$ cat src/common/mboxPkg.sv
`default_nettype none

package mboxPkg;

  // Hold queue entries, also the core's starting credit count
  localparam int REQ_DEPTH = 2;

  // Cycles per memory phase
  localparam int PHASE_LEN = 4;

  // Memory data valid to cache write
  localparam int DATA_DELAY = 2;

  localparam int REQ_PTR_W = (REQ_DEPTH > 1) ? $clog2(REQ_DEPTH) : 1;
  localparam int REQ_CNT_W = $clog2(REQ_DEPTH + 1);
  localparam int PHASE_CNT_W = (PHASE_LEN > 1) ? $clog2(PHASE_LEN) : 1;

  // One 36-bit memory word
  typedef logic [35:0] wordT;

  // Cache line number, address bits 27 to 33
  typedef logic [6:0] lineAdrT;

  // Word within the quad, address bits 34 and 35
  typedef logic [1:0] wordSelT;

  // Bit i asks for word i of the quad
  typedef logic [3:0] rqMaskT;

  typedef enum logic {
    phaseA,
    phaseB
  } phaseT;

  typedef enum logic [1:0] {
    idle,
    waitPhase,
    running,
    waitRelease
  } startStateT;

endpackage

`default_nettype wire

$ cat src/logic/acknTracker.sv
`timescale 1ns/1ps
`default_nettype none

module acknTracker
  import mboxPkg::*;
(
  input  logic    clk,
  input  logic    arstN,
  input  logic    cycleLoad,
  input  wordSelT cycleWordSel,
  input  rqMaskT  cycleMask,
  input  logic    cycleRead,
  input  logic    memAckn,
  input  logic    memDataValid,
  input  wordT    memRdData,
  output logic    lastAckn,
  output logic    wordValid,
  output wordSelT wordIdx,
  output wordT    wordData
);

  // Requests still owed an acknowledge
  rqMaskT ackLeft;
  rqMaskT ackRest;

  // Read words still owed a data pulse
  rqMaskT  dataLeft;
  wordSelT wordPtr;
  wordSelT hitIdx;
  logic    hitFound;

  // Drop the lowest set bit on each acknowledge
  assign ackRest  = ackLeft & (ackLeft - 1'b1);
  assign lastAckn = memAckn && (ackLeft != '0) && (ackRest == '0);

  // Next wanted word in wrap order from the word pointer
  always_comb begin
    wordSelT probe;
    hitIdx   = wordPtr;
    hitFound = 1'b0;
    for (int i = 0; i < $bits(rqMaskT); i++) begin
      probe = wordPtr + wordSelT'(i);
      if (!hitFound && dataLeft[probe]) begin
        hitIdx   = probe;
        hitFound = 1'b1;
      end
    end
  end

  assign wordValid = memDataValid && hitFound;
  assign wordIdx   = hitIdx;
  assign wordData  = memRdData;

  always_ff @(posedge clk or negedge arstN) begin
    if (!arstN) begin
      ackLeft  <= '0;
      dataLeft <= '0;
      wordPtr  <= '0;
    end else if (cycleLoad) begin
      ackLeft  <= cycleMask;
      // Writes bring back no data
      dataLeft <= cycleRead ? cycleMask : '0;
      wordPtr  <= cycleWordSel;
    end else begin
      if (memAckn) begin
        ackLeft <= ackRest;
      end
      if (wordValid) begin
        dataLeft[hitIdx] <= 1'b0;
        wordPtr          <= hitIdx + 1'b1;
      end
    end
  end

endmodule

`default_nettype wire

$ cat src/logic/cacheWriter.sv
`timescale 1ns/1ps
`default_nettype none

module cacheWriter
  import mboxPkg::*;
(
  input  logic    clk,
  input  logic    arstN,
  input  logic    cycleLoad,
  input  lineAdrT cycleLine,
  input  logic    wordValid,
  input  wordSelT wordIdx,
  input  wordT    wordData,
  output logic    cacheWrEn,
  output lineAdrT cacheWrLine,
  output wordSelT cacheWrWord,
  output wordT    cacheWrData,
  output logic    coreDataValid,
  output wordT    coreData
);

  lineAdrT lineHold;
  logic    firstPending;

  // T1 is the arriving word, later entries are T2 and T3
  logic    validPipe [DATA_DELAY];
  logic    firstPipe [DATA_DELAY];
  wordSelT idxPipe [DATA_DELAY];
  wordT    dataPipe [DATA_DELAY];
  lineAdrT linePipe [DATA_DELAY];

  always_ff @(posedge clk or negedge arstN) begin
    if (!arstN) begin
      firstPending <= 1'b0;
      for (int i = 0; i < DATA_DELAY; i++) begin
        validPipe[i] <= 1'b0;
        firstPipe[i] <= 1'b0;
      end
    end else begin
      if (cycleLoad) begin
        firstPending <= 1'b1;
      end else if (wordValid) begin
        firstPending <= 1'b0;
      end
      validPipe[0] <= wordValid;
      firstPipe[0] <= wordValid && firstPending;
      for (int i = 1; i < DATA_DELAY; i++) begin
        validPipe[i] <= validPipe[i-1];
        firstPipe[i] <= firstPipe[i-1];
      end
    end
  end

  always_ff @(posedge clk) begin
    if (cycleLoad) begin
      lineHold <= cycleLine;
    end
    // Line rides along in case the next cycle loads before the write
    idxPipe[0]  <= wordIdx;
    dataPipe[0] <= wordData;
    linePipe[0] <= lineHold;
    for (int i = 1; i < DATA_DELAY; i++) begin
      idxPipe[i]  <= idxPipe[i-1];
      dataPipe[i] <= dataPipe[i-1];
      linePipe[i] <= linePipe[i-1];
    end
  end

  assign cacheWrEn     = validPipe[DATA_DELAY-1];
  assign cacheWrLine   = linePipe[DATA_DELAY-1];
  assign cacheWrWord   = idxPipe[DATA_DELAY-1];
  assign cacheWrData   = dataPipe[DATA_DELAY-1];
  assign coreDataValid = firstPipe[DATA_DELAY-1];
  assign coreData      = dataPipe[DATA_DELAY-1];

endmodule

`default_nettype wire

$ cat src/logic/mbox.sv
`timescale 1ns/1ps
`default_nettype none

module mbox
  import mboxPkg::*;
(
  input  logic    clk,
  input  logic    arstN,
  input  logic    reqValid,
  input  lineAdrT reqLine,
  input  wordSelT reqWordSel,
  input  rqMaskT  reqMask,
  input  logic    reqRead,
  input  wordT    reqData,
  output logic    reqCredit,
  input  logic    forceBadPar,
  output logic    memStartA,
  output logic    memStartB,
  output lineAdrT memLine,
  output rqMaskT  memRq,
  output logic    memRead,
  output logic    memWrite,
  output wordT    memWrData,
  output logic    memAdrPar,
  input  logic    memAckn,
  input  logic    memDataValid,
  input  wordT    memRdData,
  output logic    cacheWrEn,
  output lineAdrT cacheWrLine,
  output wordSelT cacheWrWord,
  output wordT    cacheWrData,
  output logic    coreDataValid,
  output wordT    coreData
);

  logic    issueValid;
  lineAdrT issueLine;
  wordSelT issueWordSel;
  rqMaskT  issueMask;
  logic    issueRead;
  wordT    issueData;
  logic    startCredit;

  logic    cycleLoad;
  lineAdrT cycleLine;
  wordSelT cycleWordSel;
  rqMaskT  cycleMask;
  logic    cycleRead;
  logic    lastAckn;

  logic    wordValid;
  wordSelT wordIdx;
  wordT    wordData;

  reqCapture uReqCapture (
    .clk          (clk),
    .arstN        (arstN),
    .reqValid     (reqValid),
    .reqLine      (reqLine),
    .reqWordSel   (reqWordSel),
    .reqMask      (reqMask),
    .reqRead      (reqRead),
    .reqData      (reqData),
    .startCredit  (startCredit),
    .reqCredit    (reqCredit),
    .issueValid   (issueValid),
    .issueLine    (issueLine),
    .issueWordSel (issueWordSel),
    .issueMask    (issueMask),
    .issueRead    (issueRead),
    .issueData    (issueData)
  );

  memStartCtl uMemStartCtl (
    .clk          (clk),
    .arstN        (arstN),
    .issueValid   (issueValid),
    .issueLine    (issueLine),
    .issueWordSel (issueWordSel),
    .issueMask    (issueMask),
    .issueRead    (issueRead),
    .issueData    (issueData),
    .forceBadPar  (forceBadPar),
    .lastAckn     (lastAckn),
    .startCredit  (startCredit),
    .memStartA    (memStartA),
    .memStartB    (memStartB),
    .memLine      (memLine),
    .memRq        (memRq),
    .memRead      (memRead),
    .memWrite     (memWrite),
    .memWrData    (memWrData),
    .memAdrPar    (memAdrPar),
    .cycleLoad    (cycleLoad),
    .cycleLine    (cycleLine),
    .cycleWordSel (cycleWordSel),
    .cycleMask    (cycleMask),
    .cycleRead    (cycleRead)
  );

  acknTracker uAcknTracker (
    .clk          (clk),
    .arstN        (arstN),
    .cycleLoad    (cycleLoad),
    .cycleWordSel (cycleWordSel),
    .cycleMask    (cycleMask),
    .cycleRead    (cycleRead),
    .memAckn      (memAckn),
    .memDataValid (memDataValid),
    .memRdData    (memRdData),
    .lastAckn     (lastAckn),
    .wordValid    (wordValid),
    .wordIdx      (wordIdx),
    .wordData     (wordData)
  );

  cacheWriter uCacheWriter (
    .clk           (clk),
    .arstN         (arstN),
    .cycleLoad     (cycleLoad),
    .cycleLine     (cycleLine),
    .wordValid     (wordValid),
    .wordIdx       (wordIdx),
    .wordData      (wordData),
    .cacheWrEn     (cacheWrEn),
    .cacheWrLine   (cacheWrLine),
    .cacheWrWord   (cacheWrWord),
    .cacheWrData   (cacheWrData),
    .coreDataValid (coreDataValid),
    .coreData      (coreData)
  );

endmodule

`default_nettype wire

$ cat src/logic/memStartCtl.sv
`timescale 1ns/1ps
`default_nettype none

module memStartCtl
  import mboxPkg::*;
(
  input  logic    clk,
  input  logic    arstN,
  input  logic    issueValid,
  input  lineAdrT issueLine,
  input  wordSelT issueWordSel,
  input  rqMaskT  issueMask,
  input  logic    issueRead,
  input  wordT    issueData,
  input  logic    forceBadPar,
  input  logic    lastAckn,
  output logic    startCredit,
  output logic    memStartA,
  output logic    memStartB,
  output lineAdrT memLine,
  output rqMaskT  memRq,
  output logic    memRead,
  output logic    memWrite,
  output wordT    memWrData,
  output logic    memAdrPar,
  output logic    cycleLoad,
  output lineAdrT cycleLine,
  output wordSelT cycleWordSel,
  output rqMaskT  cycleMask,
  output logic    cycleRead
);

  logic [PHASE_CNT_W-1:0] phaseCnt;
  phaseT      curPhase;
  phaseT      comingPhase;
  logic       boundary;
  startStateT state;

  lineAdrT holdLine;
  wordSelT holdWordSel;
  rqMaskT  holdMask;
  logic    holdRead;
  wordT    holdData;
  logic    holdBadPar;

  // Boundary is the last cycle of the current phase
  assign boundary    = (phaseCnt == PHASE_CNT_W'(PHASE_LEN - 1));
  assign comingPhase = (curPhase == phaseA) ? phaseB : phaseA;

  always_ff @(posedge clk or negedge arstN) begin
    if (!arstN) begin
      phaseCnt <= '0;
      curPhase <= phaseA;
    end else if (boundary) begin
      phaseCnt <= '0;
      curPhase <= comingPhase;
    end else begin
      phaseCnt <= phaseCnt + 1'b1;
    end
  end

  assign cycleLoad = (state == waitPhase) && boundary;

  always_ff @(posedge clk or negedge arstN) begin
    if (!arstN) begin
      state       <= idle;
      memStartA   <= 1'b0;
      memStartB   <= 1'b0;
      startCredit <= 1'b0;
    end else begin
      startCredit <= 1'b0;
      case (state)
        idle: begin
          if (issueValid) begin
            state <= waitPhase;
          end
        end
        waitPhase: begin
          if (boundary) begin
            state     <= running;
            memStartA <= (comingPhase == phaseA);
            memStartB <= (comingPhase == phaseB);
          end
        end
        running: begin
          if (lastAckn) begin
            state <= waitRelease;
          end
        end
        waitRelease: begin
          if (boundary) begin
            state       <= idle;
            memStartA   <= 1'b0;
            memStartB   <= 1'b0;
            startCredit <= 1'b1;
          end
        end
        default: state <= idle;
      endcase
    end
  end

  // Holds only move while idle, so the bus is steady under start
  always_ff @(posedge clk) begin
    if (issueValid) begin
      holdLine    <= issueLine;
      holdWordSel <= issueWordSel;
      holdMask    <= issueMask;
      holdRead    <= issueRead;
      holdData    <= issueData;
    end
    if (cycleLoad) begin
      holdBadPar <= forceBadPar;
    end
  end

  assign memLine   = holdLine;
  assign memRq     = holdMask;
  assign memRead   = holdRead;
  assign memWrite  = !holdRead;
  assign memWrData = holdData;

  assign memAdrPar = (^holdLine) ^ (^holdWordSel) ^ (^holdMask) ^
                     holdRead ^ memWrite ^ holdBadPar;

  assign cycleLine    = holdLine;
  assign cycleWordSel = holdWordSel;
  assign cycleMask    = holdMask;
  assign cycleRead    = holdRead;

endmodule

`default_nettype wire

$ cat src/logic/reqCapture.sv
`timescale 1ns/1ps
`default_nettype none

module reqCapture
  import mboxPkg::*;
(
  input  logic    clk,
  input  logic    arstN,
  input  logic    reqValid,
  input  lineAdrT reqLine,
  input  wordSelT reqWordSel,
  input  rqMaskT  reqMask,
  input  logic    reqRead,
  input  wordT    reqData,
  input  logic    startCredit,
  output logic    reqCredit,
  output logic    issueValid,
  output lineAdrT issueLine,
  output wordSelT issueWordSel,
  output rqMaskT  issueMask,
  output logic    issueRead,
  output wordT    issueData
);

  lineAdrT qLine [REQ_DEPTH];
  wordSelT qWordSel [REQ_DEPTH];
  rqMaskT  qMask [REQ_DEPTH];
  logic    qRead [REQ_DEPTH];
  wordT    qData [REQ_DEPTH];

  logic [REQ_PTR_W-1:0] wrPtr;
  logic [REQ_PTR_W-1:0] rdPtr;
  logic [REQ_CNT_W-1:0] count;

  // Single credit toward the start stage
  logic downCredit;

  function automatic logic [REQ_PTR_W-1:0] bumpPtr(input logic [REQ_PTR_W-1:0] ptr);
    return (ptr == REQ_PTR_W'(REQ_DEPTH - 1)) ? '0 : ptr + 1'b1;
  endfunction

  assign issueValid = (count != '0) && downCredit;

  // Every pop frees one slot back to the core
  assign reqCredit = issueValid;

  assign issueLine    = qLine[rdPtr];
  assign issueWordSel = qWordSel[rdPtr];
  assign issueMask    = qMask[rdPtr];
  assign issueRead    = qRead[rdPtr];
  assign issueData    = qData[rdPtr];

  always_ff @(posedge clk or negedge arstN) begin
    if (!arstN) begin
      wrPtr      <= '0;
      rdPtr      <= '0;
      count      <= '0;
      downCredit <= 1'b1;
    end else begin
      if (reqValid) begin
        wrPtr <= bumpPtr(wrPtr);
      end
      if (issueValid) begin
        rdPtr <= bumpPtr(rdPtr);
      end
      case ({reqValid, issueValid})
        2'b10:   count <= count + 1'b1;
        2'b01:   count <= count - 1'b1;
        default: count <= count;
      endcase
      if (startCredit) begin
        downCredit <= 1'b1;
      end else if (issueValid) begin
        downCredit <= 1'b0;
      end
    end
  end

  always_ff @(posedge clk) begin
    if (reqValid) begin
      qLine[wrPtr]    <= reqLine;
      qWordSel[wrPtr] <= reqWordSel;
      qMask[wrPtr]    <= reqMask;
      qRead[wrPtr]    <= reqRead;
      qData[wrPtr]    <= reqData;
    end
  end

endmodule

`default_nettype wire

$ cat config.mk
export PLATFORM = sky130hd
export DESIGN_NAME = mbox
export DESIGN_NICKNAME = d
export VERILOG_FILES = /design/src/common/mboxPkg.sv /design/src/logic/acknTracker.sv /design/src/logic/cacheWriter.sv /design/src/logic/mbox.sv /design/src/logic/memStartCtl.sv /design/src/logic/reqCapture.sv
export SDC_FILE = /design/constraint.sdc
export NUM_CORES = 1
export LEC_CHECK = 0
export BUFFER_PORTS_ARGS = -buffer_cell sky130_fd_sc_hd__buf_2
export CORE_MARGIN = 3
export CORE_UTILIZATION = 48
export DETAILED_ROUTE_END_ITERATION = 6
export PLACE_DENSITY = 0.84
export SLEW_MARGIN = 5
export SYNTH_ARGS = -nofsm -noshare
export SYNTH_HDL_FRONTEND = slang
export SYNTH_HIERARCHICAL = 1
export SYNTH_SLANG_ARGS = --single-unit
export TNS_END_PERCENT = 100
$ cat constraint.sdc
create_clock -name clk -period 4.5 [get_ports clk]
set_input_delay 1.125 -clock clk [delete_from_list [all_inputs] [get_ports clk]]
set_output_delay 1.125 -clock clk [all_outputs]
set_load 0.1 [all_outputs]
After elaboration in Yosys (flattened, before gate mapping)
Memory sizes are Yosys's and may differ from the RTL's. A register that Yosys moved wholly into a read port is not among the register bits.
Cells that the tools add are included.

storage, ports and cells
  word-level logic and storage cells = 137
  flip-flop bits (word level) = 36
  bits in writable memories = 190
  memories kept = 8
  input bits = 92

cells by class
  add/subtract/negate cells = 10
  multiplexer cells = 47
  magnitude comparators = 6
  reduce and logical (&&, ||, !) cells = 28
  equal/unequal tests = 10
  bitwise logic cells = 8

memory list
  name                   words  bits a word  rd ports  clocked after Yosys merged registers in  wr ports  line               RTL
  uCacheWriter.dataPipe  2      36           2         0                                        2         cacheWriter.sv:29  wordT dataPipe [DATA_DELAY];
  uReqCapture.qData      2      36           1         1                                        1         reqCapture.sv:29   wordT qData [REQ_DEPTH];
  uCacheWriter.linePipe  2      7            2         0                                        2         cacheWriter.sv:30  lineAdrT linePipe [DATA_DELAY];
  uReqCapture.qLine      2      7            1         1                                        1         reqCapture.sv:25   lineAdrT qLine [REQ_DEPTH];
  uReqCapture.qMask      2      4            1         1                                        1         reqCapture.sv:27   rqMaskT qMask [REQ_DEPTH];
  uCacheWriter.idxPipe   2      2            2         0                                        2         cacheWriter.sv:28  wordSelT idxPipe [DATA_DELAY];
  +2 memories            --     --           --        --                                       --        --

operator list
  cell                   number
  $mux W1                23
  $mux W2                10
  $mux W4                5
  $lt A2 B3 Y1 const B   5
  $reduce_bool A2 Y1     6
  $logic_and A1 B1 Y1    10
  $add A2 B1 Y2 const B  4
  $and A4 B4 Y4          2
  $bmux W1 S2            4
  $eq A2 B2 Y1 const B   4
  $pmux W2 S4            1
  $reduce_xor A7 Y1      1
  $xor A1 B1 Y1          5
  $add A2 B2 Y2 const B  2
  $eq A2 B1 Y1 const B   2
  $logic_not A1 Y1       4
  $logic_not A4 Y1       1
  $ne A2 B1 Y1 const B   2
  $ne A2 B2 Y1 const B   2
  $not A4 Y4             1
  $pmux W1 S2            2
  $pmux W2 S2            1
  $reduce_and A4 Y1      1
  $reduce_bool A4 Y1     1
  9 further kinds        10

Longest topological paths before layout
Gate-level depths: netlist (run 1).

  depth in word-level cells = 20
  gate-level depth with buffers = 7
  mapped depth without buffers = 7

Modules after synthesis
Netlist (run 1), hierarchy kept.

modules (own cells, without submodules)
  module       cells an instance  times used  seq. area each (um2)  area each (um2)
  reqCapture   175                1           3129.3                4086.4
  cacheWriter  186                1           2137.0                2763.9
  memStartCtl  110                1           1731.7                2159.6
  acknTracker  117                1           250.2                 988.4

Worst setup path before layout (run 1)
Ideal clock, no wire load.

  path kind = flip-flop to output port
  from = register uReqCapture.downCredit
  to = output reqCredit
  slack = -150 ps
  path buffers = 1
  stages on the path, launching flop included = 3
  required time = 3375 ps
  data arrival time = 3525 ps
  cells stage by stage = dfstp_2 nor2b_1 buf_4

between the ends
  longest elaborated chain between the ends = 1

ends and longest elaborated chain
  item                    line              RTL
  from (decl)             reqCapture.sv:36  logic downCredit;
  from (signal assigned)  reqCapture.sv:58  downCredit <= 1'b1;
  from (signal assigned)  reqCapture.sv:72  downCredit <= 1'b1;
  from (signal assigned)  reqCapture.sv:74  downCredit <= 1'b0;
  $logic_and A1 B1 Y1     reqCapture.sv:42  assign issueValid = (count != '0) && downCredit;
  to (decl)               mbox.sv:15        output logic reqCredit,

No other way between the ends.

Worst setup path after layout (run 1)
  from = register uMemStartCtl.holdLine[5] (netlist: uMemStartCtl/cycleLine[5]), read port of uReqCapture.qLine
  to = output memAdrPar

between the ends
  longest elaborated chain between the ends = 6

ends and longest elaborated chain
  item                        line                RTL
  from (decl)                 memStartCtl.sv:39   lineAdrT holdLine;
  $reduce_xor A7 Y1           memStartCtl.sv:123  assign memAdrPar = (^holdLine) ^ (^holdWordSel) ^ (^holdMask) ^
  $xor A1 B1 Y1 (3 in a row)  memStartCtl.sv:123
  $xor A1 B1 Y1 (2 in a row)  memStartCtl.sv:124  holdRead ^ memWrite ^ holdBadPar;
  to (decl)                   mbox.sv:24          output logic memAdrPar,

No other way between the ends.

==> flow_metrics.tcl, run 1 <==
set metrics [dict create \
    layout-drive-gt1-share_pct 47.1 \
    synth.distinct_cells 52 \
    powerDensity_nw_per_um2 659 \
    ios 228 \
    final.setup_skew_ps 8.56 \
    synth_edf_count 158 \
    via_per_inst 4.50 \
    grt_remaining_overflow 0 \
    fp.coreArea_um2 20400 \
    drt_pass1_iterations 4 \
    seq_area_um2 7250 \
    ant_nets 0 \
    criticalPathCategory "register to primary output" \
    cts_buffers 28 \
    row_count 52 \
    min_period_ps 3440 \
    finalCritPeriodShare_pct 76.5 \
    worstSetupEndpointType "primary output" \
    die_area_um2 22600 \
    grt_max_degree 54 \
    rsz0062_at_grt "no" \
    setup_tns_ps 0 \
    path_common_cell "xnor3_1" \
    nets 806 \
    layout_common_cells "buf_2, edfxtp_1, dfxtp_1" \
    clock_path_buffers 3 \
    max_cap_viol_count 0 \
    global_route.usage.total_pct 13.0 \
    finalMaxSlewViolations 0 \
    worstPathMaxFanout 3 \
    worstPathArrival_ps 2320 \
    antenna_found_initial 3 \
    routedWlPerCell_um 15.2 \
    io_buffers 227 \
    initial_core_util_pct 49.1 \
    place_area_um2 10400 \
    crit_required_ps 3380 \
    synth_warnings 6 \
    synthCells 588 \
    via_count 4498 \
    async_flop_share_pct 10.1 \
    final_common_cell "buf_2" \
    wl_um 15200 \
    gp_congestion 0.734 \
    hold_viol 0 \
    cts_sinks 276 \
    slew_headroom_pct 32.0 \
    grt_pass1_wl_um 23000 \
    cts_root_buf "clkbuf_16" \
    die_w_um 150 \
    irDropWorstVdd_uv 441 \
    status "finished, final reports clean" \
    hpwl_um 10400 \
    syn_area_um2 10000 \
    tightest_slew_ps 1020 \
    cts_hold_buf 0 \
    fin_area_um2 11400 \
    fillerInstances 1560 \
    leakagePower_uw 0.00479 \
    synth_ff_type "edfxtp_1" \
    drc_errors 0 \
    clk_latency_ps 520 \
    die_h_um 150 \
    hold_path.class "register to register" \
    fmax_ghz 0.290 \
    htree_levels 1 \
    drtIter0Drc 154 \
    setup_viol 0 \
    clkTransAtPathRegs_ps 60 \
    hold_ws_ps 325 \
    syn2layout_area_growth_pct 14.3 \
    ys_seq_elements 276 \
    synth_fp_nets 687 \
    slowest_delay_ps 430 \
    multi_input_area_um2 1600 \
    crit_chain "xnor2_1 > xnor3_1 > xnor3_1 > buf_2" \
    post_cts_resized 0 \
    syn_area_per_cell_um2 17.0 \
    slowest_stage "buf_2" \
    ys_seq_area_share_pct 72.5 \
    tritoncts "yes" \
    grt_pass1_vias 4487 \
    post_cts_buffers 0 \
    critPathLaunchType "register" \
]
-- through the flow --
stage / utilization (%) / power, µW / instances / worst slack [ps]
after floorplan: - / 4990 / 588 / 759
after global placement: 51.0 / 5080 / 947 / 1580
after detailed placement: 51.0 / 5130 / 947 / 1580
after CTS: 56.1 / 7630 / 999 / 1010
after global routing: 56.1 / 7870 / 1000 / 944
final: 56.1 / 7530 / 1000 / 1060
-- Yosys cell counts, types with 3 or more instances --
library cell  number  area, µm²
inv_1             10       37.5
o21ai_0            5       25.0
nor2b_1            3       18.8
nand3_1            3       15.0
dfrtp_1           27        676
o211ai_1           4       30.0
edfxtp_1         158       4740
buf_4            130        976
dfxtp_1           90       1800
a21o_1             4       30.0
xor2_1             5       43.8
buf_6              3       33.8
nor2_1             9       33.8
ha_1               7       87.6
xnor2_1           11       96.3
nand2b_1           3       18.8
clkbuf_1           3       11.3
and2_1             3       18.8
buf_12             5        100
mux2_4            49        736
o21ai_1            6       30.0
nand2_1           13       48.8
-- path summary, 6_finish.rpt --
path,slack (ps),start,to,cells after the start
min,330,uCacheWriter/idxPipe[0][1]$_DFF_P_,uCacheWriter/idxPipe[0][3]$_DFF_P_,0
min reg2reg,330,uCacheWriter/idxPipe[0][1]$_DFF_P_,uCacheWriter/idxPipe[0][3]$_DFF_P_,0
max in group asynchronous,3380,arstN,uReqCapture/rdPtr$_DFFE_PN0P_,1
max reg2reg,2270,uMemStartCtl/state[1]$_DFFE_PN0P_,uAcknTracker/dataLeft[1]$_DFFE_PN0P_,7
min in group asynchronous,630,arstN,uAcknTracker/wordPtr[0]$_DFFE_PN0P_,1
max,1060,uMemStartCtl/cycleLine[5]$_DFFE_PP_,memAdrPar,4
-- kinds of logic (layout without fill, tap and decap cells) --
group	count (synthesis)	in the layout	share of synthesized area [%]
buffers and inverters	152	293	11.6
flip-flops	276	276	72.5
adder cells (fa/ha/maj)	7	7	0.876
AND/OR/NAND/NOR	47	47	2.70
AO/OA/AOI/OAI	35	35	2.60
multiplexers	52	52	7.68
XOR/XNOR	19	19	2.01
other	0	1	0
-- routing by layer --
| layer | GRT usage [%] | up-vias | routed length (µm) |
|---|---|---|---|
| li1 | - | 2174 | - |
| met1 | 15.1 | 2148 | 5840 |
| met2 | 23.0 | 143 | 7930 |
| met3 | 3.70 | 29 | 1100 |
| met4 | 4.48 | 4 | 348 |
| met5 | 0 | - | 21 |
-- worst max-delay path, delay by kind of cell (launching register included) --
family    cells  cell delay, ps
xor+xnor      3             960
buf+inv       1             430
flops         1             420
-- state kept, by name, indices dropped and copies added, names as in the netlist, 2 cells and up --
signal,flops
uMemStartCtl/cycleMask,4
uMemStartCtl/phaseCnt,2
uCacheWriter/linePipe,14
uAcknTracker/ackLeft,4
uReqCapture/qWordSel,4
uAcknTracker/dataLeft,4
uAcknTracker/wordPtr,2
uReqCapture/qLine,14
uCacheWriter/dataPipe,72
uMemStartCtl/state,2
uMemStartCtl/memWrData,36
uCacheWriter/lineHold,7
uCacheWriter/idxPipe,4
uReqCapture/qData,72
uReqCapture/qMask,8
uReqCapture/count,2
uReqCapture/qRead,2
uMemStartCtl/cycleLine,7
uMemStartCtl/cycleWordSel,2
-- cell type report --
type,count,share of cell area [%]
clock buffer,35,7.00
multi-input combinational,160,14.0
timing repair buffer,230,10.1
clock inverter,17,2.01
sequential,276,63.5
tap,270,2.96
inverter,11,0.361
antenna,1,0.0219
-- report_power, final --
group	switching [µW]	internal [µW]	total [µW]
Sequential	287	3160	3450
Clock	924	1550	2480
Combinational	971	632	1600
Note: power is estimated with default switching activity, not from simulation.
==> run 2: changes to the inputs <==
Clock period 4.5 ns to 3.1 ns, I/O delays scaled along.
==> flow_metrics.tcl, run 2 (synthesis gave the netlist of run 1 again) <==
set metrics [dict create \
    place_area_um2 10400 \
    routedWlPerCell_um 15.3 \
    ios 228 \
    fin_ws_ps 93.6 \
    hold_viol 0 \
    final.setup_skew_ps 13.3 \
    cts_sinks 276 \
    crit_required_ps 2320 \
    powerDensity_nw_per_um2 935 \
    grt_pass1_vias 4550 \
    criticalPathCategory "register to primary output" \
    hold_path.class "input pin to asynchronous set/reset pin" \
    die_area_um2 22600 \
    antenna_found_initial 3 \
    reg2reg_depth 5 \
    clkTransAtPathRegs_ps 60 \
    syn2layout_area_growth_pct 13.6 \
    setup_viol 0 \
    worstPathArrival_ps 2230 \
    max_cap_viol_count 0 \
    clock_path_buffers 3 \
    min_period_ps 3010 \
    ant_nets 0 \
    status "finished, final reports clean" \
    irDropWorstVdd_uv 631 \
    global_route.usage.total_pct 13.0 \
    clk_latency_ps 520 \
    row_count 52 \
    slew_headroom_pct 35.3 \
    cts_root_buf "clkbuf_16" \
    via_per_inst 4.52 \
    fin_area_um2 11400 \
    grt_remaining_overflow 0 \
    fmax_ghz 0.333 \
    critPathLaunchType "register" \
    gp_congestion 0.733 \
    die_w_um 150 \
    io_buffers 227 \
    grt_max_degree 54 \
    via_count 4534 \
    dp_slack_ps 500 \
    fp.coreArea_um2 20400 \
    cts_buffers 28 \
    worstSetupEndpointType "primary output" \
    initial_core_util_pct 49.1 \
    grt_pass1_wl_um 23000 \
    htree_levels 1 \
    hpwl_um 10500 \
    final_common_cell "buf_2" \
    leakagePower_uw 0.00477 \
    tightest_slew_ps 970 \
    drc_errors 0 \
    cts_hold_buf 0 \
    nets 808 \
    post_cts_resized 1 \
    drtIter0Drc 202 \
    post_cts_buffers 0 \
    finalMaxSlewViolations 0 \
    die_h_um 150 \
    rsz0062_at_grt "no" \
    fillerInstances 1586 \
    worstPathMaxFanout 3 \
    drt_pass1_iterations 4 \
    tritoncts "yes" \
    layout_common_cells "buf_2, edfxtp_1, dfxtp_1" \
    finalCritPeriodShare_pct 97.0 \
    layout-drive-gt1-share_pct 47.3 \
    wl_um 15300 \
]
[run 2: cell count changes in the layout (fill, tap and decap cells not counted)]
cell | previous run | this run
clkinv_2 | 3 | 8
clkinv_4 | 3 | 1
clkbuf_8 | 3 | 5
buf_2 | 227 | 226
inv_4 | 0 | 1
clkbuf_2 | 0 | 1
bufinv_16 | 5 | 1
buf_12 | 0 | 1
clkbuf_1 | 2 | 4
buf_4 | 3 | 5
inv_6 | 1 | 0
inv_8 | 1 | 0
clkinv_1 | 3 | 0
[run 2: routing by layer]
layer	vias to the layer above	share of wire (%)	GRT usage, %
li1	2181	-	-
met1	2170	38	14.7
met2	147	52	23.1
met3	32	7.5	4.24
met4	4	2.4	4.16
met5	-	0.22	0
[run 2: area by class of cell]
cell class	count	area, µm²	area share (%)
Antenna cell	1	2.50	0.0220
Clock inverter	12	92.6	0.815
Multi-Input combinational cell	160	1600	14.1
Clock buffer	40	840	7.39
Tap cell	270	338	2.97
Inverter	11	41.3	0.364
Sequential cell	276	7250	63.8
Timing Repair Buffer	232	1190	10.5
[run 2: final timing paths]
kind | endpoint | start | slack, ps
worst max-delay path | memAdrPar | uMemStartCtl/cycleLine[5]$_DFFE_PP_ | 90
worst min-delay path | uReqCapture/count[0]$_DFFE_PN0P_ | arstN | 290
worst max register to register | uReqCapture/count[1]$_DFFE_PN0P_ | uReqCapture/downCredit$_DFFE_PN1P_ | 1080
worst min register to register | uCacheWriter/dataPipe[0][38]$_DFF_P_ | uCacheWriter/dataPipe[0][2]$_DFF_P_ | 320
max in group asynchronous | uReqCapture/rdPtr$_DFFE_PN0P_ | arstN | 2310
min in group clk | uCacheWriter/dataPipe[0][38]$_DFF_P_ | uCacheWriter/dataPipe[0][2]$_DFF_P_ | 320
[run 2: critical path, cell delays in order, from the launching register on]
cell and delay (ps):
edfxtp_1 420, xnor2_1 210, xnor3_1 420, xnor3_1 380
buf_4 290
[run 2: report_power, final]
group / switching (µW) / internal (µW) / total [µW]
Combinational: 1420 / 932 / 2350
Sequential: 420 / 4580 / 5000
Clock: 1300 / 1970 / 3270
Total: 3140 / 7480 / 10600
[run 2: per-stage QoR]
| step | cells | hold slack, ps | utilization, % | setup TNS [ps] | power [µW] |
|---|---|---|---|---|---|
| after floorplan | 588 | 310 | - | -116 | 7240 |
| after global placement | 949 | 310 | 51.2 | 0 | 7380 |
| after detailed placement | 949 | 312 | 51.2 | 0 | 7470 |
| after CTS | 1001 | 296 | 55.8 | 0 | 10800 |
| after global routing | 1002 | 319 | 55.8 | 0 | 11100 |
| final | 1002 | 294 | 55.8 | 0 | 10600 |
==> run 3: changes to the inputs <==
Settings changed: BUFFER_PORTS_ARGS -buffer_cell sky130_fd_sc_hd__buf_2 to -buffer_cell sky130_fd_sc_hd__clkbuf_2.
==> flow_metrics.tcl, run 3 (synthesis gave the netlist of run 1 again) <==
set metrics [dict create \
    crit_required_ps 2320 \
    syn2layout_area_growth_pct 13.8 \
    finalMaxSlewViolations 0 \
    layout-drive-gt1-share_pct 47.3 \
    setup_viol 0 \
    grt_pass1_vias 4530 \
    ant_nets 0 \
    via_count 4550 \
    clkTransAtPathRegs_ps 60 \
    max_cap_viol_count 0 \
    ios 228 \
    row_count 52 \
    clk_latency_ps 520 \
    power.total_uw 10700 \
    fillerInstances 1602 \
    slew_headroom_pct 36.6 \
    antenna_cells 0 \
    cts_hold_buf 0 \
    dp_slack_ps 465 \
    grt_max_degree 54 \
    drt_pass1_iterations 4 \
    fp.coreArea_um2 20400 \
    grt_remaining_overflow 0 \
    criticalPathCategory "register to primary output" \
    worstPathMaxFanout 3 \
    cts_root_buf "clkbuf_16" \
    die_w_um 150 \
    finalCritPeriodShare_pct 96.3 \
    fmax_ghz 0.335 \
    final_common_cell "clkbuf_2" \
    nets 809 \
    wl_met3_um 1140 \
    routedWlPerCell_um 15.4 \
    min_period_ps 2980 \
    die_h_um 150 \
    drtIter0Drc 147 \
    hold_viol 0 \
    post_cts_buffers 0 \
    rsz0062_at_grt "no" \
    tritoncts "yes" \
    hold_ws_ps 308 \
    dr_wl_met2_um 8070 \
    drc_errors 0 \
    hold_path.class "input pin to asynchronous set/reset pin" \
    wl_um 15400 \
    htree_levels 1 \
    antenna_found_initial 2 \
    leakagePower_uw 0.00483 \
    powerDensity_nw_per_um2 941 \
    fin_util_pct 55.9 \
    status "finished, final reports clean" \
    cts_sinks 276 \
    irDropWorstVdd_uv 524 \
    worstSetupEndpointType "primary output" \
    grt_pass1_wl_um 23400 \
    clock_path_buffers 3 \
    via_per_inst 4.54 \
    layout_common_cells "clkbuf_2, edfxtp_1, dfxtp_1" \
    global_route.usage.total_pct 13.1 \
    worstPathArrival_ps 2210 \
    final.setup_skew_ps 6.47 \
    drt-met1-wl_um 5670 \
    routed.top_layer "met5" \
    fin_ws_ps 116 \
    tightest_slew_ps 951 \
    cts_buffers 29 \
    die_area_um2 22600 \
    critPathLaunchType "register" \
    gp_congestion 0.759 \
    initial_core_util_pct 49.1 \
    hpwl_um 10400 \
    io_buffers 227 \
]
[run 3: cell types whose count changed in the layout (fill, tap and decap cells not counted), moves of 3 or more]
cell / change
buf_2: -226
clkbuf_2: +225
clkbuf_8: +3
clkinv_2: -5
[run 3: through the flow]
step           std cells  setup TNS, ps  cell area (µm²)
6_report            1002              0            11400
4_1_cts             1002              0            11400
2_1_floorplan        588           -116            10000
3_3_place_gp         949              0            10400
3_5_place_dp         949              0            10400
5_1_grt             1002              0            11400
[run 3: where the power goes]
part / total (µW) / leakage, µW / internal [µW] / switching, µW
combinational: 2350 / 0.00178 / 922 / 1430
sequential: 5010 / 0.00257 / 4590 / 422
clock: 3350 / 0.000481 / 2020 / 1330
total: 10700 / 0.00483 / 7530 / 3180
[run 3: path summary, 6_finish.rpt]
kind,start,to,slack [ps],cells past startpoint
worst max-delay path,uMemStartCtl/cycleLine[5]$_DFFE_PP_,memAdrPar,120,4
worst min-delay path,arstN,uAcknTracker/dataLeft[2]$_DFFE_PN0P_,310,1
worst max register to register,uReqCapture/downCredit$_DFFE_PN1P_,uReqCapture/count[1]$_DFFE_PN0P_,1110,5
worst min register to register,uCacheWriter/dataPipe[0][20]$_DFF_P_,uCacheWriter/dataPipe[0][56]$_DFF_P_,320,0
max in group asynchronous,arstN,uReqCapture/rdPtr$_DFFE_PN0P_,2250,1
min in group clk,uCacheWriter/dataPipe[0][20]$_DFF_P_,uCacheWriter/dataPipe[0][56]$_DFF_P_,320,0
[run 3: per-layer routing]
metal | vias up | GRT usage (%)
met5 | - | 0
met4 | 4 | 4.62
met3 | 40 | 4.24
met2 | 140 | 23.1
met1 | 2184 | 14.9
li1 | 2182 | -
[run 3: area by class of cell]
type                    count  area [µm²]  share of cell area, %
clock inverters             9        63.8                  0.561
clock buffers              44         905                   7.95
repair buffers            232        1180                   10.3
flip-flops and latches    276        7250                   63.7
well taps                 270         338                   2.97
multi-input cells         160        1600                   14.1
inverters                  11        41.3                  0.363
[run 3: critical path: stages, from the launching register on]
cell and delay [ps]:
edfxtp_1 420, xnor2_1 200, xnor3_1 400, xnor3_1 370, buf_4 290
[run 3: timing repair]
item,4_1_cts,5_1_grt
cloned,0,0
endpoints found under the setup margin,1,1
pin swaps,0,0
resized for setup,1,1
